$ cat src/include/ciu_l2regs_cfg.svh
// Port count, data width, register map and reset values, included by the package and RTL
`ifndef CIU_L2REGS_CFG_SVH
`define CIU_L2REGS_CFG_SVH

// Requesting cores
`define CIU_N_REQ       4

// Register word width
`define CIU_DATA_W      64

// Shared register indices
`define CIU_IDX_CCR2    4'h0
`define CIU_IDX_CHR2    4'h1

// Op field bit positions
`define CIU_OP_CSRRC    0
`define CIU_OP_CSRRS    1
`define CIU_OP_CSRRW    2
`define CIU_OP_WT       3

// Register index sits above the op bits
`define CIU_OP_IDX_LSB  4

// Tag and data RAM latency after reset
`define CIU_LTNCY_RST   3'd1

// Implemented CHR2 bits
`define CIU_CHR2_W      11

`endif

$ cat src/verilog/ciu_l2regs_pkg.sv
// Shared types of the L2 register block, imported by every RTL module of the project
`include "ciu_l2regs_cfg.svh"

package ciu_l2regs_pkg;

  typedef logic [`CIU_DATA_W-1:0] csr_data_t;
  typedef logic [3:0]             reg_idx_t;
  typedef logic [`CIU_N_REQ-1:0]  req_vec_t;
  typedef logic [2:0]             ram_ltncy_t;

  // Op bits as sent by a core, idx in the upper nibble
  typedef struct packed {
    reg_idx_t idx;
    logic     wt;
    logic     csrrw;
    logic     csrrs;
    logic     csrrc;
  } regs_op_t;

  typedef struct packed {
    regs_op_t  op;
    csr_data_t wdata;
  } regs_req_t;

  typedef regs_req_t [`CIU_N_REQ-1:0] regs_req_arr_t;

  // CCR2 fields seen by the L2 RAMs and prefetchers
  typedef struct packed {
    logic       tprf;
    logic [1:0] iprf;
    logic       tsetup;
    ram_ltncy_t tag_ltncy;
    logic       dsetup;
    ram_ltncy_t data_ltncy;
  } l2c_ram_cfg_t;

  // CHR2 bit 10 down to bit 0
  typedef struct packed {
    logic       so_ostd_dis;
    logic       global_icg_en;
    logic       sysio_icg_en;
    logic       apbif_icg_en;
    logic       l2c_icg_en;
    logic       dvm_dis;
    logic       sf_dis;
    logic [1:0] rsvd;
    logic       icg_en;
    logic       bar_dis;
  } ciu_hint_t;

  typedef enum logic [1:0] {
    IDLE  = 2'b00,
    READ  = 2'b01,
    WRITE = 2'b10
  } regs_state_e;

endpackage

$ cat src/verilog/ciu_access_ctrl.sv
// Access sequencer: steps read or read-then-write, merges the CSR op and signals completion
`timescale 1ns/1ps
`include "ciu_l2regs_cfg.svh"

module ciu_access_ctrl (
  input  logic                        ccr2_clk,
  input  logic                        cpurst_b,
  input  logic                        active,
  input  ciu_l2regs_pkg::req_vec_t    grant,
  input  ciu_l2regs_pkg::regs_req_t   cur_req,
  input  ciu_l2regs_pkg::csr_data_t   rd_view,
  output ciu_l2regs_pkg::regs_state_e state,
  output ciu_l2regs_pkg::req_vec_t    cmplt,
  output ciu_l2regs_pkg::csr_data_t   rdata,
  output logic                        wr_en,
  output ciu_l2regs_pkg::reg_idx_t    wr_idx,
  output ciu_l2regs_pkg::csr_data_t   wdata_final
);

  import ciu_l2regs_pkg::*;

  logic [7:0]  op_vec;
  logic        is_wt;
  logic        done;
  regs_state_e next_state;

  // Raw op bits of the granted request
  assign op_vec = cur_req.op;
  assign is_wt  = op_vec[`CIU_OP_WT];
  assign wr_idx = op_vec[`CIU_OP_IDX_LSB +: 4];

  //============================================================
  // State machine
  //============================================================
  always_ff @(posedge ccr2_clk or negedge cpurst_b)
  begin
    if (!cpurst_b)
      state <= IDLE;
    else
      state <= next_state;
  end

  always_comb
  begin
    case (state)
      IDLE:    next_state = active ? READ : IDLE;
      READ:    next_state = is_wt ? WRITE : IDLE;
      WRITE:   next_state = IDLE;
      default: next_state = IDLE;
    endcase
  end

  // Old register value, captured when the request is accepted
  always_ff @(posedge ccr2_clk or negedge cpurst_b)
  begin
    if (!cpurst_b)
      rdata <= '0;
    else if (state == IDLE && active)
      rdata <= rd_view;
  end

  //============================================================
  // Write value and completion
  //============================================================
  assign wdata_final =
    ({`CIU_DATA_W{op_vec[`CIU_OP_CSRRW]}} & cur_req.wdata) |
    ({`CIU_DATA_W{op_vec[`CIU_OP_CSRRS]}} & (rdata | cur_req.wdata)) |
    ({`CIU_DATA_W{op_vec[`CIU_OP_CSRRC]}} & (rdata & ~cur_req.wdata));

  // Register updates at the edge that leaves READ
  assign wr_en = (state == READ) && is_wt;

  // Reads finish in READ, writes one cycle later
  assign done  = is_wt ? (state == WRITE) : (state == READ);
  assign cmplt = {`CIU_N_REQ{done}} & grant;

endmodule

$ cat src/verilog/ciu_l2regs_top.sv
// Top of the shared L2 register block: arbiter, access sequencer, CSR storage, reset request
`timescale 1ns/1ps

module ciu_l2regs_top (
  input  logic                          ccr2_clk,
  input  logic                          cpurst_b,
  input  ciu_l2regs_pkg::req_vec_t      sel,
  input  ciu_l2regs_pkg::regs_req_arr_t req,
  output ciu_l2regs_pkg::req_vec_t      cmplt,
  output ciu_l2regs_pkg::csr_data_t     rdata,
  output ciu_l2regs_pkg::l2c_ram_cfg_t  ram_cfg,
  output ciu_l2regs_pkg::ciu_hint_t     hint,
  output logic                          rst_req
);

  import ciu_l2regs_pkg::*;

  req_vec_t    grant;
  logic        active;
  regs_req_t   cur_req;
  regs_state_e state;
  logic        wr_en;
  reg_idx_t    wr_idx;
  csr_data_t   wdata_final;
  csr_data_t   rd_view;

  ciu_req_arbiter u_arbiter (
    .ccr2_clk (ccr2_clk),
    .cpurst_b (cpurst_b),
    .sel      (sel),
    .req      (req),
    .state    (state),
    .grant    (grant),
    .active   (active),
    .cur_req  (cur_req)
  );

  ciu_access_ctrl u_access_ctrl (
    .ccr2_clk    (ccr2_clk),
    .cpurst_b    (cpurst_b),
    .active      (active),
    .grant       (grant),
    .cur_req     (cur_req),
    .rd_view     (rd_view),
    .state       (state),
    .cmplt       (cmplt),
    .rdata       (rdata),
    .wr_en       (wr_en),
    .wr_idx      (wr_idx),
    .wdata_final (wdata_final)
  );

  ciu_shared_csr u_shared_csr (
    .ccr2_clk    (ccr2_clk),
    .cpurst_b    (cpurst_b),
    .wr_en       (wr_en),
    .wr_idx      (wr_idx),
    .wdata_final (wdata_final),
    .rd_idx      (cur_req.op.idx),
    .rd_view     (rd_view),
    .ram_cfg     (ram_cfg),
    .hint        (hint)
  );

  //============================================================
  // L2 reset request, one cycle after reset release
  //============================================================
  always_ff @(posedge ccr2_clk or negedge cpurst_b)
  begin
    if (!cpurst_b)
      rst_req <= 1'b1;
    else
      rst_req <= 1'b0;
  end

endmodule

$ cat src/verilog/ciu_req_arbiter.sv
// Fixed-priority arbiter for the core register ports, holds the grant while an access runs
`timescale 1ns/1ps
`include "ciu_l2regs_cfg.svh"

module ciu_req_arbiter (
  input  logic                          ccr2_clk,
  input  logic                          cpurst_b,
  input  ciu_l2regs_pkg::req_vec_t      sel,
  input  ciu_l2regs_pkg::regs_req_arr_t req,
  input  ciu_l2regs_pkg::regs_state_e   state,
  output ciu_l2regs_pkg::req_vec_t      grant,
  output logic                          active,
  output ciu_l2regs_pkg::regs_req_t     cur_req
);

  import ciu_l2regs_pkg::*;

  req_vec_t pick;
  req_vec_t grant_q;

  //============================================================
  // Priority pick, highest port number wins
  //============================================================
  always_comb
  begin
    pick = '0;
    for (int p = 0; p < `CIU_N_REQ; p++)
    begin
      if (sel[p])
      begin
        pick    = '0;
        pick[p] = 1'b1;
      end
    end
  end

  // Grant stays with the accepted port until back in IDLE
  always_ff @(posedge ccr2_clk or negedge cpurst_b)
  begin
    if (!cpurst_b)
      grant_q <= '0;
    else if (state == IDLE && |pick)
      grant_q <= pick;
  end

  assign grant  = (state == IDLE) ? pick : grant_q;
  assign active = |grant;

  //============================================================
  // Request mux
  //============================================================
  always_comb
  begin
    cur_req = '0;
    for (int p = 0; p < `CIU_N_REQ; p++)
    begin
      if (grant[p])
        cur_req = req[p];
    end
  end

endmodule

$ cat src/verilog/ciu_shared_csr.sv
// Storage for the shared CCR2 and CHR2 registers, with the read view and L2 field outputs
`timescale 1ns/1ps
`include "ciu_l2regs_cfg.svh"

module ciu_shared_csr (
  input  logic                         ccr2_clk,
  input  logic                         cpurst_b,
  input  logic                         wr_en,
  input  ciu_l2regs_pkg::reg_idx_t     wr_idx,
  input  ciu_l2regs_pkg::csr_data_t    wdata_final,
  input  ciu_l2regs_pkg::reg_idx_t     rd_idx,
  output ciu_l2regs_pkg::csr_data_t    rd_view,
  output ciu_l2regs_pkg::l2c_ram_cfg_t ram_cfg,
  output ciu_l2regs_pkg::ciu_hint_t    hint
);

  import ciu_l2regs_pkg::*;

  logic         ccr2_wen;
  logic         chr2_wen;
  l2c_ram_cfg_t ccr2_q;
  ciu_hint_t    chr2_q;
  csr_data_t    ccr2_view;
  csr_data_t    chr2_view;

  assign ccr2_wen = wr_en && (wr_idx == `CIU_IDX_CCR2);
  assign chr2_wen = wr_en && (wr_idx == `CIU_IDX_CHR2);

  //============================================================
  // CCR2
  //============================================================
  always_ff @(posedge ccr2_clk or negedge cpurst_b)
  begin
    if (!cpurst_b)
    begin
      ccr2_q            <= '0;
      ccr2_q.tag_ltncy  <= `CIU_LTNCY_RST;
      ccr2_q.data_ltncy <= `CIU_LTNCY_RST;
    end
    else if (ccr2_wen)
    begin
      ccr2_q.tprf       <= wdata_final[31];
      ccr2_q.iprf       <= wdata_final[30:29];
      ccr2_q.tsetup     <= wdata_final[25];
      ccr2_q.tag_ltncy  <= wdata_final[24:22];
      ccr2_q.dsetup     <= wdata_final[19];
      ccr2_q.data_ltncy <= wdata_final[18:16];
    end
  end

  // Bit 0 inclusive and bit 3 L2 enable are tied high
  always_comb
  begin
    ccr2_view        = '0;
    ccr2_view[31]    = ccr2_q.tprf;
    ccr2_view[30:29] = ccr2_q.iprf;
    ccr2_view[25]    = ccr2_q.tsetup;
    ccr2_view[24:22] = ccr2_q.tag_ltncy;
    ccr2_view[19]    = ccr2_q.dsetup;
    ccr2_view[18:16] = ccr2_q.data_ltncy;
    ccr2_view[3]     = 1'b1;
    ccr2_view[0]     = 1'b1;
  end

  //============================================================
  // CHR2
  //============================================================
  always_ff @(posedge ccr2_clk or negedge cpurst_b)
  begin
    if (!cpurst_b)
      chr2_q <= '0;
    else if (chr2_wen)
      chr2_q <= ciu_hint_t'(wdata_final[`CIU_CHR2_W-1:0]);
  end

  always_comb
  begin
    chr2_view                   = '0;
    chr2_view[`CIU_CHR2_W-1:0] = chr2_q;
  end

  // Unmapped indices read as zero
  always_comb
  begin
    case (rd_idx)
      `CIU_IDX_CCR2: rd_view = ccr2_view;
      `CIU_IDX_CHR2: rd_view = chr2_view;
      default:       rd_view = '0;
    endcase
  end

  assign ram_cfg = ccr2_q;
  assign hint    = chr2_q;

endmodule
$ cat config.mk
export PLATFORM = sky130hd
export DESIGN_NAME = ciu_l2regs_top
export DESIGN_NICKNAME = d
export VERILOG_FILES = /design/src/verilog/ciu_l2regs_pkg.sv /design/src/verilog/ciu_access_ctrl.sv /design/src/verilog/ciu_l2regs_top.sv /design/src/verilog/ciu_req_arbiter.sv /design/src/verilog/ciu_shared_csr.sv
export VERILOG_INCLUDE_DIRS = /design/src /design/src/include
export SDC_FILE = /design/constraint.sdc
export NUM_CORES = 1
export LEC_CHECK = 0
export BUFFER_PORTS_ARGS = -buffer_cell sky130_fd_sc_hd__buf_2
export CORE_AREA = 3 3 149 151
export CTS_CLUSTER_DIAMETER = 80
export DETAILED_ROUTE_END_ITERATION = 10
export DIE_AREA = 0 0 152 154
export SLEW_MARGIN = 20
export SYNTH_ARGS = -nofsm -noshare
export SYNTH_HDL_FRONTEND = slang
export SYNTH_SLANG_ARGS = --single-unit
$ cat constraint.sdc
create_clock -name ccr2_clk -period 2.5 [get_ports ccr2_clk]
set_clock_uncertainty 0.2 [all_clocks]
set_input_delay 0 -clock ccr2_clk [delete_from_list [all_inputs] [get_ports ccr2_clk]]
set_output_delay 0 -clock ccr2_clk [all_outputs]
set_load 0.02 [all_outputs]
==> run metrics <==
area of the die 0.0234 mm²; CP startpoint u_access_ctrl.state[0]; initial antenna violation count 4; Root Buffer clkbuf_16; Die Y-Extent 154 µm; Hold Crit Start req[146]; vias per cell roughly 4.7; RSZ-0062 raised after global routing yes; Netlist Area Pre-Place 0.00381 mm²; Synth Area in Adders 0%; Min-Delay Path Class input pin to flip-flop; Final period util 117%; vias in the first global route 4151; violated checks setup timing; synthesized area per cell 9.23 µm²; max_cap viols 0; leak pwr 0.00273 µW; fin. max-slew vios 0; dpl hpwl 14400 µm; mux cell area share after synthesis 8.99%; CP Max Fanout 11; met3 routed WL approximately 1500 µm; first-pass GRT wire length 26400 µm; worst endpoint data arrival time between 2 and 3 ns; layout cells sized above 1 ~50%; WL per Instance 19.7 µm; simple-gate portion of the synthesized area ~15%; hold path depth 4; DR top layer met5; GRT Overall Usage 14.5%; Final setup viols 48; r2r endpoint u_shared_csr.ram_cfg[3]; Tot Pwr 7490 µW; flop-to-flop setup slack -0.42 ns; largest net degree at the start of global routing 32; Die Wd 152 µm; H-tree levels 2; Hold Slack ~0.06 ns; core box area 0.0210 mm²; # rows 53; WL met1 8180 µm; clock insertion delay at the later pin of the skew report 0.29 ns; post-route setup slack -0.420 ns; global route overflow 0; Distinct cells, synth 53; relative slew slack 48.3%; Ports 385; CTS Sinks around 50; Max VDD drop 0.000568 V; Synth Area in Compound Gates roughly 29%; Clock Tree Buf Depth 2; Starting Density 18.2%; Worst-path clk slew 0.08 ns; Critical Path RT between 2 and 2.5 ns; Synth Flop Type dfrtp_1; outcome complete, but fails checks; CTS tree done; Fmax achieved 342 MHz; Final min period 2.92 ns; warnings from Yosys 0; Area Overhead vs Synth 50.8%; FFs w/ async S/R, synth 100%; DR DRC count 0; Post-synth EDFFs 0; #FFs+latches synth 51; Final Hold Vio Count 0; Setup CP Type flip-flop to flip-flop; ANT nets after route 0; Met2 Wirelength 8200 µm; GP Congestion 0.870; worst-margin pin slew 0.775 ns; main combinational cell family by area after synthesis compound AO/OA/AOI/OAI gates; vias 4337; pwr dens 1300 mW/mm²; DR iter-0 viols about 280; xor/xnor cell area share of the yosys netlist 0%; Worst R2R Path Depth 8; Post-Syn Instances about 410; input/output buffers 174; WL final 18100 µm; Seq/Total Area, Yosys around 34%; clock buffer count from CTS 5; worst reg2reg startpoint u_access_ctrl.state[0]; Post-layout nets about 940; drt pass-1 iters 7; CP startpoint kind flip-flop; Hold Path Sink u_shared_csr.hint[2]; Setup crit end kind flip-flop
==> final cells by class <==
cell class                 instances  area (µm²)
antenna                            1        2.50
clock buffer                       6         139
clock inverter                     2        16.3
fill                            2308       15200
inverter                           6        22.5
multi-input combinational        319        2290
sequential                        51        1280
tap                              275         344
timing repair buffer             259        1650
==> per-stage QoR <==
| step | setup TNS [ns] | setup slack [ns] | cells | area [µm²] | utilization [%] |
|---|---|---|---|---|---|
| floorplan | -5.24 | -0.266 | 455 | 4010 | - |
| detailed placement | -8.50 | -0.327 | 897 | 5380 | 25.7 |
| global placement | -5.91 | -0.296 | 897 | 5380 | 25.7 |
| CTS | -9.86 | -0.374 | 916 | 5690 | 27.1 |
| global route | -15.62 | -0.488 | 919 | 5750 | 27.4 |
| finish | -10.45 | -0.420 | 919 | 5750 | 27.4 |
==> worst max path at each step <==
stage | to | depth (start not counted)
2_1_floorplan | u_shared_csr.hint[0] | 9
3_3_place_gp | u_shared_csr.ram_cfg[10] | 9
3_5_place_dp | u_shared_csr.ram_cfg[6] | 8
4_1_cts | u_shared_csr.ram_cfg[3] | 8
5_1_grt | u_shared_csr.ram_cfg[3] | 8
6_report | u_shared_csr.ram_cfg[3] | 8
==> state kept, by name (all words and copies together), names as in the netlist <==
register / cells
u_access_ctrl.state: 2
rst_req: 1
u_shared_csr.ram_cfg: 11
u_shared_csr.hint: 11
u_access_ctrl.rdata: 22
u_arbiter.grant_q: 4
==> routing by layer <==
metal,track usage [%],vias up
met5,0,-
met4,1.93,6
met3,3.29,14
met2,23.3,220
met1,20.5,2094
li1,-,2003
==> cells in the mapped netlist, types with 2 or more instances <==
cell type / n / area, µm²
dfrtp_1: 48 / 1200
buf_4: 43 / 323
o21ai_0: 34 / 170
o22ai_1: 27 / 169
clkbuf_1: 25 / 93.8
a221oi_1: 24 / 210
nand2_1: 23 / 86.3
mux2_4: 20 / 300
nand4_1: 20 / 125
o211ai_1: 18 / 135
nand3_1: 17 / 85.1
o2111ai_1: 17 / 149
or2_2: 17 / 106
nor2_1: 10 / 37.5
buf_2: 8 / 40.0
inv_1: 6 / 22.5
o32ai_1: 5 / 43.8
a221o_1: 3 / 30.0
buf_6: 3 / 33.8
dfstp_2: 3 / 78.8
o31a_1: 3 / 26.3
o31ai_1: 3 / 22.5
a22oi_1: 2 / 15.0
mux2_1: 2 / 22.5
mux2i_1: 2 / 20.0
nor2b_1: 2 / 12.5
o221ai_1: 2 / 17.5
==> cells by family after synthesis <==
kind of cell / Yosys count
AO/OA/AOI/OAI: 150
buffers and inverters: 85
flip-flops: 51
multiplexers: 24
other: 1
AND/OR/NAND/NOR: 102
==> repair_timing <==
item,in CTS,in global routing
cloned,1,0
buffers inserted,4,2
gates resized for setup,16,23
endpoints found under the hold margin,30,0
pin swaps,2,4
hold buffers,6,0
setup endpoints to repair,48,48
==> power by group <==
group	total, µW	internal (µW)	switching (µW)	leakage, µW
Combinational	5330	2350	2980	0.00199
Sequential	1430	1120	312	0.000669
Clock	729	401	327	0.0000731
Total	7490	3870	3620	0.00273
==> cells in the final DEF, fill, tap and decap left out, drive strengths merged, types with 10 or more instances in the layout <==
cell / count
nand4: 20
nand2: 23
conb: 43
buf: 253
o21ai: 35
o2111ai: 17
dfrtp: 48
o22ai: 27
a221oi: 24
or2: 18
nor2: 10
nand3: 17
o211ai: 18
mux2: 22
==> worst max-delay path, cell delays in order (launching register included) <==
cell      delay, ns
dfrtp_2        0.44
or4_4          0.53
o32ai_4        0.32
buf_4          0.18
a221oi_2       0.06
nor3b_2        0.33
nand4b_1       0.22
buf_12         0.22
mux2_4         0.30
Note: power is estimated with default switching activity, not from simulation.
